[config.mk]
export PLATFORM = sky130hd
export DESIGN_NAME = arcade_shell_top
export DESIGN_NICKNAME = d
export VERILOG_FILES = /design/src/host_pkg.sv /design/src/cab_pkg.sv /design/src/setting_regs.sv /design/src/control_mapper.sv /design/src/clock_enables.sv /design/src/video_out.sv /design/src/arcade_shell_top.sv
export VERILOG_INCLUDE_DIRS = /design/src /design/src/include
export SDC_FILE = /design/constraint.sdc
export NUM_CORES = 1
export LEC_CHECK = 0
export BUFFER_PORTS_ARGS = -buffer_cell sky130_fd_sc_hd__buf_2
export CAP_MARGIN = 40
export CORE_AREA = 10 10 104 106
export DETAILED_ROUTE_END_ITERATION = 16
export DIE_AREA = 0 0 114 116
export PLACE_DENSITY = 0.89
export SYNTH_ARGS = -nofsm -noshare
export SYNTH_HDL_FRONTEND = slang
export SYNTH_HIERARCHICAL = 1
export SYNTH_SLANG_ARGS = --single-unit
export TNS_END_PERCENT = 5
[constraint.sdc]
create_clock -name clk_40 -period 2.14 [get_ports clk_40]
set_clock_uncertainty 0.2 [all_clocks]
set_input_delay 0.321 -clock clk_40 [delete_from_list [all_inputs] [get_ports clk_40]]
set_output_delay 0.321 -clock clk_40 [all_outputs]
set_load 0.02 [all_outputs]
[src/include/arcade_cfg.svh]
////////////////////
// widths, enable divider ratios and the host settings address map
// pulled in by the packages and by any module needing a constant
////////////////////

`ifndef ARCADE_CFG_SVH
`define ARCADE_CFG_SVH

// settings bus
`define CFG_ADDR_W 32
`define CFG_DATA_W 32

// cabinet side
`define CFG_KEY_W 16
`define CFG_PORT_W 8
`define CFG_RGB_W 24
`define CFG_SYNC_STAGES 3

// enable periods, in clk_40 cycles
`define CFG_CPU_DIV 10
`define CFG_SOUND_DIV 44
`define CFG_PIXEL_DIV 8

// address map, dip n at base + 16*(n-1)
`define CFG_ADDR_TEST 32'h0000_0000
`define CFG_ADDR_DIP_BASE 32'h0000_0010
`define CFG_ADDR_DIAG 32'h0000_0090

`endif

[src/host_pkg.sv]
////////////////////
// types for the host settings bus and the switch bank it fills
// imported by setting_regs and the top level
////////////////////

`include "arcade_cfg.svh"

package host_pkg;

  // settings bus address and data
  typedef logic [`CFG_ADDR_W-1:0] host_addr_t;
  typedef logic [`CFG_DATA_W-1:0] host_data_t;

  // dip 1 in bit 7, dip 8 in bit 0
  typedef logic [7:0] dip_t;

endpackage

[src/cab_pkg.sv]
////////////////////
// cabinet side types: controller keys, board ports, pixels
// and the settings responder state encoding
////////////////////

`include "arcade_cfg.svh"

package cab_pkg;

  typedef logic [`CFG_KEY_W-1:0] key_t;
  typedef logic [`CFG_PORT_W-1:0] port_t;
  // red in the top byte, blue in the bottom
  typedef logic [`CFG_RGB_W-1:0] rgb_t;

  // key bitmap positions
  localparam int KEY_UP = 0;
  localparam int KEY_DOWN = 1;
  localparam int KEY_LEFT = 2;
  localparam int KEY_RIGHT = 3;
  localparam int KEY_A = 4;
  localparam int KEY_X = 6;
  localparam int KEY_SELECT = 14;
  localparam int KEY_START = 15;

  // four-phase responder
  typedef enum logic {
    BUS_IDLE,
    BUS_ACK
  } bus_state_t;

endpackage

[src/setting_regs.sv]
////////////////////
// host settings bank behind a four-phase req/ack bus
// one switch per address, bit 0 of the data word
////////////////////

`timescale 1ns/1ps
`include "arcade_cfg.svh"

module setting_regs import host_pkg::*, cab_pkg::*; (
  input  logic       clk_40,
  input  logic       arst_n,
  input  logic       bus_req,
  input  logic       bus_wr,
  input  host_addr_t bus_addr,
  input  host_data_t bus_wdata,
  output logic       bus_ack,
  output host_data_t bus_rdata,
  output logic       test_mode,
  output logic       diagonal,
  output dip_t       dip
);

  bus_state_t state;
  logic       take;
  logic       sel_test;
  logic       sel_diag;
  dip_t       sel_dip;
  logic       rd_bit;

  // address decode, dip 1 lands in the msb
  always_comb begin
    sel_test = (bus_addr == host_addr_t'(`CFG_ADDR_TEST));
    sel_diag = (bus_addr == host_addr_t'(`CFG_ADDR_DIAG));
    for (int n = 0; n < 8; n++) begin
      sel_dip[7-n] = (bus_addr == host_addr_t'(`CFG_ADDR_DIP_BASE + 16 * n));
    end
  end

  // unmapped addresses fall out as zero
  assign rd_bit = (sel_test & test_mode) | (sel_diag & diagonal) | (|(sel_dip & dip));

  // new transfer seen while idle
  assign take = (state == BUS_IDLE) && bus_req;
  assign bus_ack = (state == BUS_ACK);

  ////////////////////
  // handshake and switches
  ////////////////////
  always_ff @(posedge clk_40 or negedge arst_n) begin
    if (!arst_n) begin
      state <= BUS_IDLE;
      test_mode <= 1'b0;
      diagonal <= 1'b0;
      dip <= '0;
    end else begin
      case (state)
        BUS_IDLE: if (bus_req) state <= BUS_ACK;
        BUS_ACK: if (!bus_req) state <= BUS_IDLE;
        default: state <= BUS_IDLE;
      endcase
      // write lands on the same edge ack rises
      if (take && bus_wr) begin
        if (sel_test) test_mode <= bus_wdata[0];
        if (sel_diag) diagonal <= bus_wdata[0];
        for (int i = 0; i < 8; i++) begin
          if (sel_dip[i]) dip[i] <= bus_wdata[0];
        end
      end
    end
  end

  // read word, held for the whole ack phase
  always_ff @(posedge clk_40) begin
    if (take) bus_rdata <= host_data_t'(rd_bit);
  end

endmodule

[src/control_mapper.sv]
////////////////////
// player one keys into the clk_40 domain, then onto
// the board input ports ip1710 and ip4740
////////////////////

`timescale 1ns/1ps
`include "arcade_cfg.svh"

module control_mapper import cab_pkg::*; (
  input  logic  clk_40,
  input  logic  arst_n,
  input  key_t  key,
  input  logic  test_mode,
  input  logic  diagonal,
  output port_t ip1710,
  output port_t ip4740
);

  key_t sync_q [`CFG_SYNC_STAGES];
  key_t k;

  // synchronizer chain
  always_ff @(posedge clk_40 or negedge arst_n) begin
    if (!arst_n) begin
      for (int i = 0; i < `CFG_SYNC_STAGES; i++) sync_q[i] <= '0;
    end else begin
      sync_q[0] <= key;
      for (int i = 1; i < `CFG_SYNC_STAGES; i++) sync_q[i] <= sync_q[i-1];
    end
  end

  assign k = sync_q[`CFG_SYNC_STAGES-1];

  // test inputs, coin and the two start buttons
  // test_mode is active low on the board
  assign ip1710 = {k[KEY_A], ~test_mode, 2'b00, k[KEY_SELECT], 1'b0, k[KEY_X], k[KEY_START]};

  ////////////////////
  // joystick port
  ////////////////////
  always_comb begin
    if (diagonal) begin
      // stick turned 45 degrees
      ip4740 = {4'b0000,
                k[KEY_DOWN] & k[KEY_LEFT],
                k[KEY_RIGHT] & k[KEY_UP],
                k[KEY_UP] & k[KEY_LEFT],
                k[KEY_RIGHT] & k[KEY_DOWN]};
    end else begin
      ip4740 = {4'b0000, k[KEY_DOWN], k[KEY_UP], k[KEY_LEFT], k[KEY_RIGHT]};
    end
  end

endmodule

[src/clock_enables.sv]
////////////////////
// cpu, sound and pixel enables from clk_40
// each a one cycle pulse per period
////////////////////

`timescale 1ns/1ps
`include "arcade_cfg.svh"

module clock_enables (
  input  logic clk_40,
  input  logic arst_n,
  output logic cpu_ce,
  output logic sound_ce,
  output logic pixel_ce
);

  // order: cpu, sound, pixel
  localparam int unsigned PERIOD [3] = '{`CFG_CPU_DIV, `CFG_SOUND_DIV, `CFG_PIXEL_DIV};
  // sound has the longest period
  localparam int CNT_W = $clog2(`CFG_SOUND_DIV);

  logic [CNT_W-1:0] cnt [3];
  logic [2:0]       ce;

  for (genvar g = 0; g < 3; g++) begin : g_div
    // wrap at period-1, pulse on the following cycle
    always_ff @(posedge clk_40 or negedge arst_n) begin
      if (!arst_n) begin
        cnt[g] <= '0;
        ce[g] <= 1'b0;
      end else begin
        ce[g] <= (cnt[g] == CNT_W'(PERIOD[g] - 1));
        cnt[g] <= (cnt[g] == CNT_W'(PERIOD[g] - 1)) ? '0 : cnt[g] + 1'b1;
      end
    end
  end

  assign cpu_ce = ce[0];
  assign sound_ce = ce[1];
  assign pixel_ce = ce[2];

endmodule

[src/video_out.sv]
////////////////////
// pixel rate output register for the scaler
// blanks color outside the active area, sync levels to pulses
////////////////////

`timescale 1ns/1ps
`include "arcade_cfg.svh"

module video_out import cab_pkg::*; (
  input  logic clk_40,
  input  logic arst_n,
  input  logic pixel_ce,
  input  rgb_t rgb_in,
  input  logic hblank,
  input  logic vblank,
  input  logic hs_in,
  input  logic vs_in,
  output rgb_t video_rgb,
  output logic video_de,
  output logic video_hs,
  output logic video_vs
);

  logic active;
  logic hs_prev;
  logic vs_prev;

  assign active = ~(hblank | vblank);

  always_ff @(posedge clk_40 or negedge arst_n) begin
    if (!arst_n) begin
      video_rgb <= '0;
      video_de <= 1'b0;
      video_hs <= 1'b0;
      video_vs <= 1'b0;
      hs_prev <= 1'b0;
      vs_prev <= 1'b0;
    end else if (pixel_ce) begin
      // color only inside the active window
      video_de <= active;
      video_rgb <= active ? rgb_in : '0;
      // rising edge of sync, one pixel wide
      video_hs <= hs_in & ~hs_prev;
      video_vs <= vs_in & ~vs_prev;
      hs_prev <= hs_in;
      vs_prev <= vs_in;
    end
  end

endmodule

[src/arcade_shell_top.sv]
////////////////////
// cabinet facing shell of the arcade core
// settings bank, controls, enables and video out on clk_40
////////////////////

`timescale 1ns/1ps
`include "arcade_cfg.svh"

module arcade_shell_top import host_pkg::*, cab_pkg::*; (
  input  logic       clk_40,
  input  logic       arst_n,
  // host settings bus
  input  logic       bus_req,
  input  logic       bus_wr,
  input  host_addr_t bus_addr,
  input  host_data_t bus_wdata,
  output logic       bus_ack,
  output host_data_t bus_rdata,
  // switches out to the board
  output logic       test_mode,
  output logic       diagonal,
  output dip_t       dip,
  // controller and board ports
  input  key_t       key,
  output port_t      ip1710,
  output port_t      ip4740,
  // enables for the board
  output logic       cpu_ce,
  output logic       sound_ce,
  // video from the board, then to the scaler
  input  rgb_t       rgb_in,
  input  logic       hblank,
  input  logic       vblank,
  input  logic       hs_in,
  input  logic       vs_in,
  output rgb_t       video_rgb,
  output logic       video_de,
  output logic       video_hs,
  output logic       video_vs
);

  logic pixel_ce;

  ////////////////////
  // settings
  ////////////////////
  setting_regs u_setting_regs (
    .clk_40    (clk_40),
    .arst_n    (arst_n),
    .bus_req   (bus_req),
    .bus_wr    (bus_wr),
    .bus_addr  (bus_addr),
    .bus_wdata (bus_wdata),
    .bus_ack   (bus_ack),
    .bus_rdata (bus_rdata),
    .test_mode (test_mode),
    .diagonal  (diagonal),
    .dip       (dip)
  );

  // player one only
  control_mapper u_control_mapper (
    .clk_40    (clk_40),
    .arst_n    (arst_n),
    .key       (key),
    .test_mode (test_mode),
    .diagonal  (diagonal),
    .ip1710    (ip1710),
    .ip4740    (ip4740)
  );

  clock_enables u_clock_enables (
    .clk_40   (clk_40),
    .arst_n   (arst_n),
    .cpu_ce   (cpu_ce),
    .sound_ce (sound_ce),
    .pixel_ce (pixel_ce)
  );

  ////////////////////
  // video
  ////////////////////
  video_out u_video_out (
    .clk_40    (clk_40),
    .arst_n    (arst_n),
    .pixel_ce  (pixel_ce),
    .rgb_in    (rgb_in),
    .hblank    (hblank),
    .vblank    (vblank),
    .hs_in     (hs_in),
    .vs_in     (vs_in),
    .video_rgb (video_rgb),
    .video_de  (video_de),
    .video_hs  (video_hs),
    .video_vs  (video_vs)
  );

endmodule

# [Word level (Yosys, flattened, before mapping)]
# Cells that the tools add are included.
[classes] n_bitwise=17 n_eq_ne=12 n_reduce_logical=14 n_addsub=3 mux=6
[ops] op="$eq 32x7->1 const B" n=4
[ops] op="$eq 32x6->1 const B" n=2
[ops] op="$eq 32x8->1 const B" n=2
[ops] op="$eq 32x5->1 const B" n=1
[ops] op="$logic_not 32->1" n=1
[ops] op="$mux 24" n=1
[ops] op="$reduce_and 2->1" n=10
[ops] op="$add 6x1->6 const B" n=3
[ops] op="$mux 6" n=3
[ops] op="$and 1x1->1" n=8
[ops] op="$and 8x8->8" n=1
[ops] op="$reduce_or 8->1" n=1
[ops] op="$eq 6x3->1 const B" n=1
[ops] op="$eq 6x4->1 const B" n=1
[ops] op="$eq 6x6->1 const B" n=1
[ops] op="$not 1->1" n=5
[ops] op="$mux 4" n=1
[ops] op="$or 1x1->1" n=3
[ops] op="$logic_and 1x1->1" n=2
[ops] op="$mux 1" n=1
[totals] in_bits=112 wordCells=79 out_inout_bits=88 regBits=110

# [Longest topological paths before layout]
# Gate-level depths: netlist of run 1.
[depth] word_depth=4 depth_mapped=5

# [Hierarchy]
# Netlist of run 1, hierarchy kept.
[modules_own_cells] mod="video_out" area_each_um2=1335.0 seq_area_each_um2=725.7 n_inst=1 cells_each=121
[modules_own_cells] mod="setting_regs" area_each_um2=975.9 seq_area_each_um2=305.3 n_inst=1 cells_each=93
[modules_own_cells] mod="clock_enables" area_each_um2=837.1 seq_area_each_um2=525.5 n_inst=1 cells_each=65
[modules_own_cells] mod="control_mapper" area_each_um2=725.7 seq_area_each_um2=600.6 n_inst=1 cells_each=45

# [Least setup slack after synthesis of run 1]
# OpenSTA, ideal clock, no wires.
[synth_timing] path_kind="flip-flop to flip-flop" start="register u_setting_regs.diagonal" end="register u_setting_regs.bus_rdata[0] (data pin)" t_required_ns=1.672 n_path_buf=0 arrival_time_ns=1.369 path_stages_with_launch=5 period_less_slack_ns=1.837 slack_ns=0.303 setup_time_ns=0.268 cell_sequence="dfrtp_1 mux4_2 and2b_1 a211oi_1 a2111oi_0"
[synth_via] elab_chain_cells=3
[synth_lines] item="start: declaration" line_no="setting_regs.sv:19" rtl="output logic diagonal,"
[synth_lines] item="start signal: assignment" line_no="setting_regs.sv:64" rtl="if (sel_diag) diagonal <= bus_wdata[0];"
[synth_lines] item="$and 1x1->1" line_no="setting_regs.sv:40" rtl="assign rd_bit = (sel_test & test_mode) | (sel_diag & diagonal) | (|(sel_dip & dip));"
[synth_lines] item="$or 1x1->1 (2 in series)" line_no="setting_regs.sv:40"
[synth_lines] item="via u_setting_regs.rd_bit" line_no="setting_regs.sv:28" rtl="logic rd_bit;"
[synth_lines] item="end signal: assignment" line_no="setting_regs.sv:74" rtl="if (take) bus_rdata <= host_data_t'(rd_bit);"
[synth_lines] item="end: declaration" line_no="setting_regs.sv:17" rtl="output host_data_t bus_rdata,"
# The timed path passes the listed nets, and every way through them passes these cells.
# A chain may end at the register's enable or synchronous reset.

# [Final worst setup path of run 1]
[layout_timing] start="input port bus_req" end="register u_setting_regs.dip[1]"
[layout_via] elab_chain_cells=3
[layout_lines] item="start: declaration" line_no="arcade_shell_top.sv:13" rtl="input logic bus_req,"
[layout_lines] item="$logic_and 1x1->1" line_no="setting_regs.sv:43" rtl="assign take = (state == BUS_IDLE) && bus_req;"
[layout_lines] item="via u_setting_regs.take" line_no="setting_regs.sv:24" rtl="logic take;"
[layout_lines] item="$logic_and 1x1->1" line_no="setting_regs.sv:62" rtl="if (take && bus_wr) begin"
[layout_lines] item="$reduce_and 2->1 (no line)"
[layout_lines] item="end signal: indexed assignment" line_no="setting_regs.sv:66" rtl="if (sel_dip[i]) dip[i] <= bus_wdata[0];"
[layout_lines] item="end: declaration" line_no="setting_regs.sv:20" rtl="output dip_t dip"
# The timed path passes the listed nets, and every way through them passes these cells.

==> reports/results.txt, run 1 <==
clk_lat worst skew: 0.34 ns
number of cell rows: 34
routed len/inst: 15.3 um
CP startpoint: bus_req
Chip Height: 116 um
Post-DP Area: 4400 um2
I/O pin total: 200
status: complete, no violations
Synth Warn #: 6
combinational power share: 0.102
Util after Layout: 0.552
first-pass GRT wire length: 13.9 mm
Horiz. Die Dim: 114 um
Sw Share: 0.252
Leak: 0.00238 uW
Synth area leader: dfrtp_1
buffers and inverters on the worst path: 2
GRT overflow: 0
Post-synth top cells: dfrtp_1 (85), buf_4 (45), inv_1 (33)
part of the power in registers: 0.511
Power Internal: 2470 uW
Synth Area per Inst: 12.0 um2
number of global-route vias before repair: 2806
FF+latch count, synth: 86
Net Switching: 833 uW
clock sinks: 86
Final Cell Area: 4790 um2
core area: 8680 um2
crit-path leading delay family: simple AND/OR/NAND/NOR gates
Post-synth EDFFs: 1
WS Path Type: input port to flip-flop
crit path cell chain: dlygate4sd3_1, buf_2, nor2b_1, nand4_1, nor4_1, mux2_1
Max stage delay cell, worst path: dlygate4sd3_1
Initial Util: 0.446
DR iter-0 viols: 116
asr flop ratio synth: 0.988
WHS: 0.0188 ns
worst endpoint required time: 2.17 ns
most frequent cell after synthesis: dfrtp_1
Routed WL: 8.81 mm
Seq/Total Area, Yosys: 0.557
Post-route DRC: 0
share of layout cells above drive strength 1: 0.395
clock-pin slew on the worst setup and hold paths: 0.09 ns
Worst setup SP type: input port
Synth cell types: 46
largest net degree at the start of global routing: 50
H-tree depth: 3
dpl hpwl: 7.06 mm
worst hold path class: input port to flip-flop
Crit path largest cell delay: 0.53 ns
Reg-to-Reg Start: u_setting_regs/bus_ack$_DFF_PN0_
CTS tree: done
dpl ws: -0.0294 ns
VDD IR max: 0.000359 V
Vias/cell: 4.67
vias: 2682
CTS buffer count: 9
Max Clock Freq: 494 MHz
crit path max fanout: 3
RSZ-0062 raised after global routing: no
Syn Std Cell Area: 3870 um2
CTS root buf: clkbuf_8
PortBufs: 122
drt first pass iters: 4
setup ws final: 0.114 ns
full die area: 13200 um2
share of the synthesized area in the top cell type: 0.549
antenna-violating nets left: 0
clock buffer depth: 2
Diodes inserted: 0
fin crit share: 0.947
CP endpoint kind: flip-flop
Final #Nets: 577
Post-Place Cells: 542
RePlAce Congestion: 0.856
max cap viols: 0
power share of the clock group: 0.387
Mapped Cells: 324
antenna violations before repair: 0
minimum clock period: 2.03 ns
Power per Cell Area: 690 nW/um2
setup violators final: 0
origin of the worst min-delay path: rgb_in[19]
Finished Layout Cells: 574
top cells by area, synth: dfrtp_1 (55%), buf_4 (8.7%), o22ai_2 (6.5%)
gr usage total: 0.129
Synth Flop Type: dfrtp_1
Final Hold Viols: 0
area grow syn2layout: 23.7%
max-slew violation count: 0
crit path DAT: 2.06 ns
[power by group through the flow]
stage          combinational (uW)  sequential [uW]  clock [uW]
2_1_floorplan                 196             1750           0
3_3_place_gp                  307             1720           0
3_5_place_dp                  315             1720           0
4_1_cts                       339             1690        1320
5_1_grt                       369             1700        1400
6_report                      336             1690        1280
[sequential cells by signal (all words and copies together) (netlist names), 8 cells and up]
register and cells:
u_video_out/video_rgb 24, u_control_mapper/sync_q 16, u_control_mapper/k 8, u_clock_enables/cnt 18, u_setting_regs/dip 8
[routing by layer]
layer / global-route usage / share of wire
met5: 0 / 0
met4: 0.0451 / 0.014
met3: 0.0465 / 0.092
met2: 0.229 / 0.54
met1: 0.140 / 0.36
[metrics by stage]
step	TNS (ns)	total power [uW]
floorplan	0	1940
global placement	0	2030
detailed placement	-0.0294	2040
CTS	0	3350
global route	0	3460
finish	0	3310
[cells by family (layout without fill, tap and decap cells)]
logic type               after synthesis  after routing  synth area share
other                                  2             38           0.00194
buffers and inverters                 86            192             0.140
AO/OA/AOI/OAI                         35             35            0.0898
multiplexers                          16             16            0.0517
XOR/XNOR                              11             11            0.0249
adder cells (fa/ha/maj)                4              4            0.0129
AND/OR/NAND/NOR                       84             84             0.122
flip-flops                            86             86             0.557
[area by class of cell]
class	instances	area (um2)
Sequential cell	86	2160
Multi-Input combinational cell	188	1310
Fill cell	734	3890
Clock buffer	9	124
Clock inverter	7	103
Inverter	33	124
Tap cell	108	135
Timing Repair Buffer	143	836
[layout by cell type (no fill, tap or decap), types with 5 or more instances in the layout]
cell | synthesis | final
inv_1 | 33 | 33
nand2_1 | 27 | 27
dfrtp_1 | 85 | 84
nor2_1 | 13 | 13
conb_1 | 2 | 38
mux2_2 | 6 | 6
nor4_1 | 9 | 9
mux2_1 | 6 | 6
o22ai_2 | 20 | 20
dlygate4sd3_1 | 0 | 16
buf_2 | 3 | 121
nor4_2 | 5 | 5
xnor2_1 | 7 | 7
nand3_1 | 7 | 7
clkbuf_8 | 0 | 9
[worst reg2reg max path: cells and delay by family (launching register included)]
family           cells  cell delay, ns
DFF                  1            0.40
and+or+nand+nor      3            0.81
muxes                1            0.36
[worst paths after layout]
path	end	slack, ns	cells after the start
max	u_setting_regs/dip[1]$_DFFE_PN0P_	0.11	6
min	u_video_out/video_rgb[19]$_DFFE_PN0P_	0.02	3
max reg2reg	u_setting_regs/diagonal$_DFFE_PN0P_	0.27	4
min reg2reg	u_control_mapper/sync_q[18]$_DFF_PN0_	0.15	0
max in group asynchronous	u_video_out/video_rgb[4]$_DFFE_PN0P_	0.94	3
min in group asynchronous	u_control_mapper/sync_q[19]$_DFF_PN0_	0.21	2
[what timing repair did]
action	4_1_cts	5_1_grt
setup buffers	0	0
resized for setup	0	0
hold endpoints to repair	79	0
hold buffers	16	0
Power figures use the tool's default switching activity.
==> run 2, diff against run 1 <==
--- a/config.mk
+++ b/config.mk
@@ -6,12 +6,13 @@
 export SDC_FILE = /design/constraint.sdc
 export NUM_CORES = 1
 export LEC_CHECK = 0
+export ABC_AREA = 1
 export BUFFER_PORTS_ARGS = -buffer_cell sky130_fd_sc_hd__buf_2
 export CAP_MARGIN = 40
 export CORE_AREA = 10 10 104 106
 export DETAILED_ROUTE_END_ITERATION = 16
 export DIE_AREA = 0 0 114 116
-export PLACE_DENSITY = 0.89
+export PLACE_DENSITY = 0.9
 export SYNTH_ARGS = -nofsm -noshare
 export SYNTH_HDL_FRONTEND = slang
 export SYNTH_HIERARCHICAL = 1
==> run 2 against run 1 <==
  * Non-clock buffer count rose by 13
  * Count of clock-buffer cells in the layout rose by 1
  * Critical endpoint is now u_setting_regs/diagonal$_DFFE_PN0P_
  * Critical path type unchanged
  * Maximum frequency is 13% higher
  * Highest routed layer unchanged
  * Utilization grew 2.0 points
  * Register-to-register slack better by 0.27 ns
  * First-iteration DRC count is 25% higher
  * Clock power fell by 9%
  * Synthesized cell count up 31%
  * Critical path depth increased by 3
  * Die area unchanged
==> reports/results.txt, run 2 <==
Routed WL: 10.3 mm
WS Path Type: input port to flip-flop
Synth Flop Type: dfrtp_1
Compound-Gate Fraction of Synth Area: 0.0195
Vias/cell: 4.64
Initial Util: 0.450
share of layout cells above drive strength 1: 0.283
register area: 2160 um2
Largest register FFs: 24
max cap viols: 0
worst hold path class: input port to flip-flop
XOR/XNOR share of the synthesized area: 0.0179
drt first pass iters: 4
mux share of post-synthesis cell area: 0
clock-pin slew on the worst setup and hold paths: 0.09 ns
CTS tree: done
PortBufs: 122
FF+latch count, synth: 86
Post-synth top cells: nand2_1 (106), dfrtp_1 (85), nor2_1 (51)
Seq/Total Area, Yosys: 0.552
clock sinks: 86
most frequent cell after synthesis: nand2_1
final setup TNS: 0 ns
post_cts resized: 0
fillers: 723
Worst setup SP type: input port
antenna violations before repair: 1
DR iter-0 viols: 145
gr usage total: 0.155
dpl hpwl: 7.52 mm
Synth Warn #: 6
Util after Layout: 0.572
Leak: 0.00273 uW
full die area: 13200 um2
Synth Area per Inst: 9.19 um2
Power per Cell Area: 645 nW/um2
number of global-route vias before repair: 3383
minimum clock period: 1.79 ns
Post-route DRC: 0
RSZ-0062 raised after global routing: no
most common cell after layout, fill and taps aside: buf_2
core area: 8680 um2
clock buffer depth: 2
asr flop ratio synth: 0.988
Slew headroom: 0.591
Synth area leader: dfrtp_1
CP endpoint kind: flip-flop
antenna-violating nets left: 0
Chip Height: 116 um
Final #Nets: 694
crit path DAT: 1.84 ns
Post-Synth Simple-Gate Area: 0.273
Max Clock Freq: 559 MHz
share of the synthesized area in the top cell type: 0.544
routed len/inst: 14.9 um
Horiz. Die Dim: 114 um
Synth Area in Adders: 0.0128
max-slew violation count: 0
Syn Std Cell Area: 3910 um2
Top Registers: u_video_out/video_rgb: 24 flops, u_clock_enables/cnt: 18 flops, u_control_mapper/sync_q: 16 flops
Slew @ Worst Pin: 0.612 ns
VDD IR max: 0.000623 V
RePlAce Congestion: 0.858
setup bufs post-CTS: 0
setup violators final: 0
fin crit share: 0.836
main combinational cell family by area after synthesis: simple AND/OR/NAND/NOR gates
number of cell rows: 34
crit path max fanout: 6
Post-synth EDFFs: 1
vias: 3213
top cells by area, synth: dfrtp_1 (54%), nand2_1 (10%), buf_4 (8.5%)
area of the multi-input gates: 1410 um2
I/O pin total: 200
area grow syn2layout: 27.1%
Final Hold Viols: 0
worst endpoint required time: 2.19 ns
Mapped Cells: 425
first-pass GRT wire length: 16.6 mm
clk_lat worst skew: 0.36 ns
largest register by flop count: u_video_out/video_rgb
CTS root buf: clkbuf_8
status: complete, no violations
largest net degree at the start of global routing: 52
commonest cells after routing, fill and taps aside: buf_2 (121), nand2_1 (106), dfrtp_1 (85), nor2_1 (51), nand3_1 (49)
Synth cell types: 30
H-tree depth: 3
GRT overflow: 0
CTS buffer count: 9
[run 2: cell types whose count changed after synthesis, moves of 5 or more]
cell,before,now
nor4_1,9,0
o22ai_2,20,0
nand2_1,27,106
nor2_2,1,8
mux2_2,6,0
nor4_2,5,0
a21oi_1,4,9
inv_1,33,23
nand3_1,7,49
nor2_1,13,51
mux2_1,6,0
[run 2: per-layer routing]
layer  global-route usage  vias up  part of all wire
met5                    0        -                 0
met4               0.0568        0             0.016
met3               0.0667       15              0.11
met2                0.279      143              0.52
met1                0.157     1490              0.35
li1                     -     1565                 -
[run 2: cells by family (layout without fill, tap and decap cells)]
kind of cell             after synthesis  count (layout)
AO/OA/AOI/OAI                         15              15
XOR/XNOR                               8               8
adder cells (fa/ha/maj)                4               4
buffers and inverters                 77             199
flip-flops                            86              86
other                                  2              39
AND/OR/NAND/NOR                      233             233
[run 2: final cells by class]
class                      count  area share
inverter                      27      0.0204
sequential                    86       0.434
clock buffer                  10      0.0277
clock inverter                 6      0.0136
timing repair buffer         156       0.193
multi-input combinational    298       0.283
antenna                        1    0.000504
tap                          108      0.0272
[run 2: repair_timing]
action,in CTS,in global routing
hold endpoints to repair,65,0
setup endpoints to repair,0,0
hold buffers,32,0
[run 2: worst paths after layout]
check	startpoint	endpoint	slack [ns]	depth (start not counted)
worst max-delay path	bus_req	u_setting_regs/diagonal$_DFFE_PN0P_	0.35	9
worst min-delay path	rgb_in[23]	u_video_out/video_rgb[23]$_DFFE_PN0P_	0.01	3
worst max register to register	u_clock_enables/pixel_ce$_DFF_PN0_	u_video_out/video_rgb[8]$_DFFE_PN0P_	0.54	3
worst min register to register	u_control_mapper/sync_q[33]$_DFF_PN0_	u_control_mapper/sync_q[17]$_DFF_PN0_	0.15	0
max in group asynchronous	arst_n	u_control_mapper/k[6]$_DFF_PN0_	0.87	3
min in group asynchronous	arst_n	u_video_out/video_rgb[12]$_DFFE_PN0P_	0.25	2
[run 2: metrics by stage]
step	area (um2)	setup slack (ns)	std cells	hold slack [ns]	total power (uW)
floorplan	4040	0.678	461	-0.175	1930
global placement	4440	0.447	643	0.102	2020
detailed placement	4440	0.428	643	0.105	2030
CTS	4960	0.360	691	0.00405	3240
global route	4970	0.177	692	0.00769	3360
finish	4970	0.350	692	0.0114	3210
[run 2: critical path, stage by stage]
cell,delay [ns]
dlygate4sd3_1,0.53
buf_2,0.11
inv_1,0.03
nor2_1,0.13
nand2_1,0.21
inv_1,0.22
nand3_1,0.13
nor2_1,0.12
a21oi_1,0.05
[run 2: report_power, final]
part / internal [uW] / switching [uW] / total (uW) / leakage (uW)
clock network: 577 / 583 / 1160 / 0.0000993
registers: 1670 / 20.1 / 1690 / 0.00109
logic: 130 / 223 / 353 / 0.00154
==> run 3, diff against run 2 <==
--- a/config.mk
+++ b/config.mk
@@ -6,13 +6,13 @@
 export SDC_FILE = /design/constraint.sdc
 export NUM_CORES = 1
 export LEC_CHECK = 0
-export ABC_AREA = 1
+export ABC_AREA = 0
 export BUFFER_PORTS_ARGS = -buffer_cell sky130_fd_sc_hd__buf_2
 export CAP_MARGIN = 40
-export CORE_AREA = 10 10 104 106
+export CORE_AREA = 10 10 109 111
 export DETAILED_ROUTE_END_ITERATION = 16
-export DIE_AREA = 0 0 114 116
-export PLACE_DENSITY = 0.9
+export DIE_AREA = 0 0 119 121
+export PLACE_DENSITY = 0.86
 export SYNTH_ARGS = -nofsm -noshare
 export SYNTH_HDL_FRONTEND = slang
 export SYNTH_HIERARCHICAL = 1
==> constraint.sdc (replaced) <==
create_clock -name clk_40 -period 1.45 [get_ports clk_40]
set_clock_uncertainty 0.2 [all_clocks]
set_input_delay 0.2175 -clock clk_40 [delete_from_list [all_inputs] [get_ports clk_40]]
set_output_delay 0.2175 -clock clk_40 [all_outputs]
set_load 0.02 [all_outputs]
==> run 3 against run 2 <==
  * The flow now finishes with violations (negative setup slack)
  * Cell area rose by 8.4%
  * Global-route usage down 2.6 points
  * Routed wire length shrank 6.1%
  * Non-clock buffer count is 25 higher
  * Final cell count decreased by 7.8%
  * Critical endpoint is now u_setting_regs/bus_rdata[0]$_DFFE_PP_
==> reports/results.txt, run 3 (same netlist as run 1, synthesis figures left out) <==
Initial Util: 0.402
Max stage delay cell, worst path: mux4_2
Vias/cell: 4.51
crit path cell chain: mux4_2, and2b_1, a211oi_2, a2111oi_1
area of the multi-input gates: 1440 um2
Hold Path Stages: 3
max-slew violation count: 0
worst hold path class: input port to flip-flop
H-tree depth: 3
crit-path leading delay family: multiplexers
CP endpoint kind: flip-flop
violated checks: negative setup slack
Chip Height: 121 um
Top Registers: u_video_out/video_rgb: 24 flops, u_clock_enables/cnt: 18 flops, u_control_mapper/sync_q: 16 flops
buffers and inverters on the worst path: 0
WS Path Type: flip-flop to flip-flop
Post-DP Area: 4580 um2
Hold Path End: u_video_out/video_de$_DFFE_PN0P_
setup ws final: -0.299 ns
R2R depth: 4
first-pass GRT wire length: 15.3 mm
RSZ-0062 raised after global routing: yes
Max Clock Freq: 572 MHz
largest net degree at the start of global routing: 86
largest register by flop count: u_video_out/video_rgb
minimum clock period: 1.75 ns
setup bufs post-CTS: 0
clock buffer depth: 2
Largest register FFs: 24
Final Cell Area: 5390 um2
clock-pin slew on the worst setup and hold paths: 0.10 ns
drt first pass iters: 4
Finished Layout Cells: 638
Power per Cell Area: 900 nW/um2
number of global-route vias before repair: 3090
GRT overflow: 0
Routed WL: 9.68 mm
Reg-to-Reg Start: u_setting_regs/diagonal$_DFFE_PN0P_
status: complete, but fails checks
gr usage total: 0.129
fillers: 829
Horiz. Die Dim: 119 um
CTS root buf: clkbuf_8
full die area: 14400 um2
antenna violations before repair: 1
setup violators final: 16
DR iter-0 viols: 103
RePlAce Congestion: 0.807
number of cell rows: 36
clock sinks: 86
Leak: 0.00260 uW
Post-route DRC: 0
R2R setup slack: -0.30 ns
commonest cells after routing, fill and taps aside: buf_2 (109), dfrtp_1 (83), conb_1 (38), dlygate4sd3_1 (37), inv_1 (32)
Final Hold Viols: 0
Worst R2R End: u_setting_regs/bus_rdata[0]$_DFFE_PP_
dpl hpwl: 7.02 mm
most common cell after layout, fill and taps aside: buf_2
worst endpoint required time: 1.36 ns
Final #Nets: 615
routed len/inst: 15.2 um
share of layout cells above drive strength 1: 0.437
Post-Place Cells: 584
origin of the worst min-delay path: vblank
WHS: 0.0863 ns
vias: 2877
fin crit share: 1.21
I/O pin total: 200
Crit path largest cell delay: 0.48 ns
CTS tree: done
crit path DAT: 1.66 ns
clk_lat worst skew: 0.35 ns
VDD IR max: 0.000954 V
antenna-violating nets left: 0
register area: 2160 um2
area grow syn2layout: 39.0%
CTS buffer count: 9
core area: 9640 um2
max cap viols: 0
Worst setup SP type: flip-flop
crit path max fanout: 2
PortBufs: 122
-- run 3: changes by cell type in the layout (fill, tap and decap cells not counted), sizes merged, moves of 12 or more --
cell	change
mux2	+12
nand3	-44
nand2	-83
o22ai	+24
nor4	+14
nor2	-49
buf	+20
-- run 3: worst max-delay path by stage --
stage	slack [ns]	start	cells after the start	to
after floorplan	-0.32	u_setting_regs/diagonal$_DFFE_PN0P_	4	u_setting_regs/bus_rdata[0]$_DFFE_PP_
after global placement	-0.47	bus_addr[1]	5	u_setting_regs/dip[0]$_DFFE_PN0P_
after detailed placement	-0.58	bus_addr[16]	5	u_setting_regs/dip[0]$_DFFE_PN0P_
after CTS	-0.32	u_setting_regs/diagonal$_DFFE_PN0P_	4	u_setting_regs/bus_rdata[0]$_DFFE_PP_
after global routing	-0.36	u_setting_regs/bus_ack$_DFF_PN0_	4	u_setting_regs/dip[0]$_DFFE_PN0P_
final	-0.30	u_setting_regs/diagonal$_DFFE_PN0P_	4	u_setting_regs/bus_rdata[0]$_DFFE_PP_
-- run 3: report_power, final --
group | internal (uW) | switching [uW] | total [uW]
Clock | 838 | 925 | 1760
Combinational | 246 | 341 | 587
Sequential | 2470 | 25.7 | 2490
Total | 3550 | 1290 | 4840
-- run 3: layer usage --
layer / global-route usage / up-vias / wire [um]
li1: - / 1356 / -
met1: 0.134 / 1397 / 3640
met2: 0.230 / 106 / 5080
met3: 0.0512 / 18 / 750
met4: 0.0504 / 0 / 210
met5: 0 / - / 0
-- run 3: per-stage QoR --
step | total power [uW] | TNS [ns] | setup WS, ns | util
5_1_grt | 5060 | -4.73 | -0.360 | 0.559
2_1_floorplan | 2870 | -2.87 | -0.318 | -
6_report | 4840 | -3.42 | -0.299 | 0.559
3_3_place_gp | 3010 | -4.52 | -0.466 | 0.475
3_5_place_dp | 3020 | -5.05 | -0.578 | 0.475
4_1_cts | 4900 | -3.91 | -0.315 | 0.547
-- run 3: area by class of cell --
cell class,instances,share of cell area
antenna,1,0.000465
multi-input combinational,188,0.266
clock buffer,9,0.0230
timing repair buffer,181,0.238
inverter,33,0.0230
clock inverter,7,0.0167
tap,133,0.0309
sequential,86,0.401
-- run 3: timing repair --
item | in CTS | in global routing
pin swaps | 4 | 7
hold endpoints to repair | 125 | 0
gates resized for setup | 34 | 21
hold buffers | 37 | 0
endpoints found under the setup margin | 24 | 24
-- run 3: tightest hold or removal path: stages --
cell and delay (ns):
buf_2 0.07, or2_1 0.20, mux2i_1 0.11
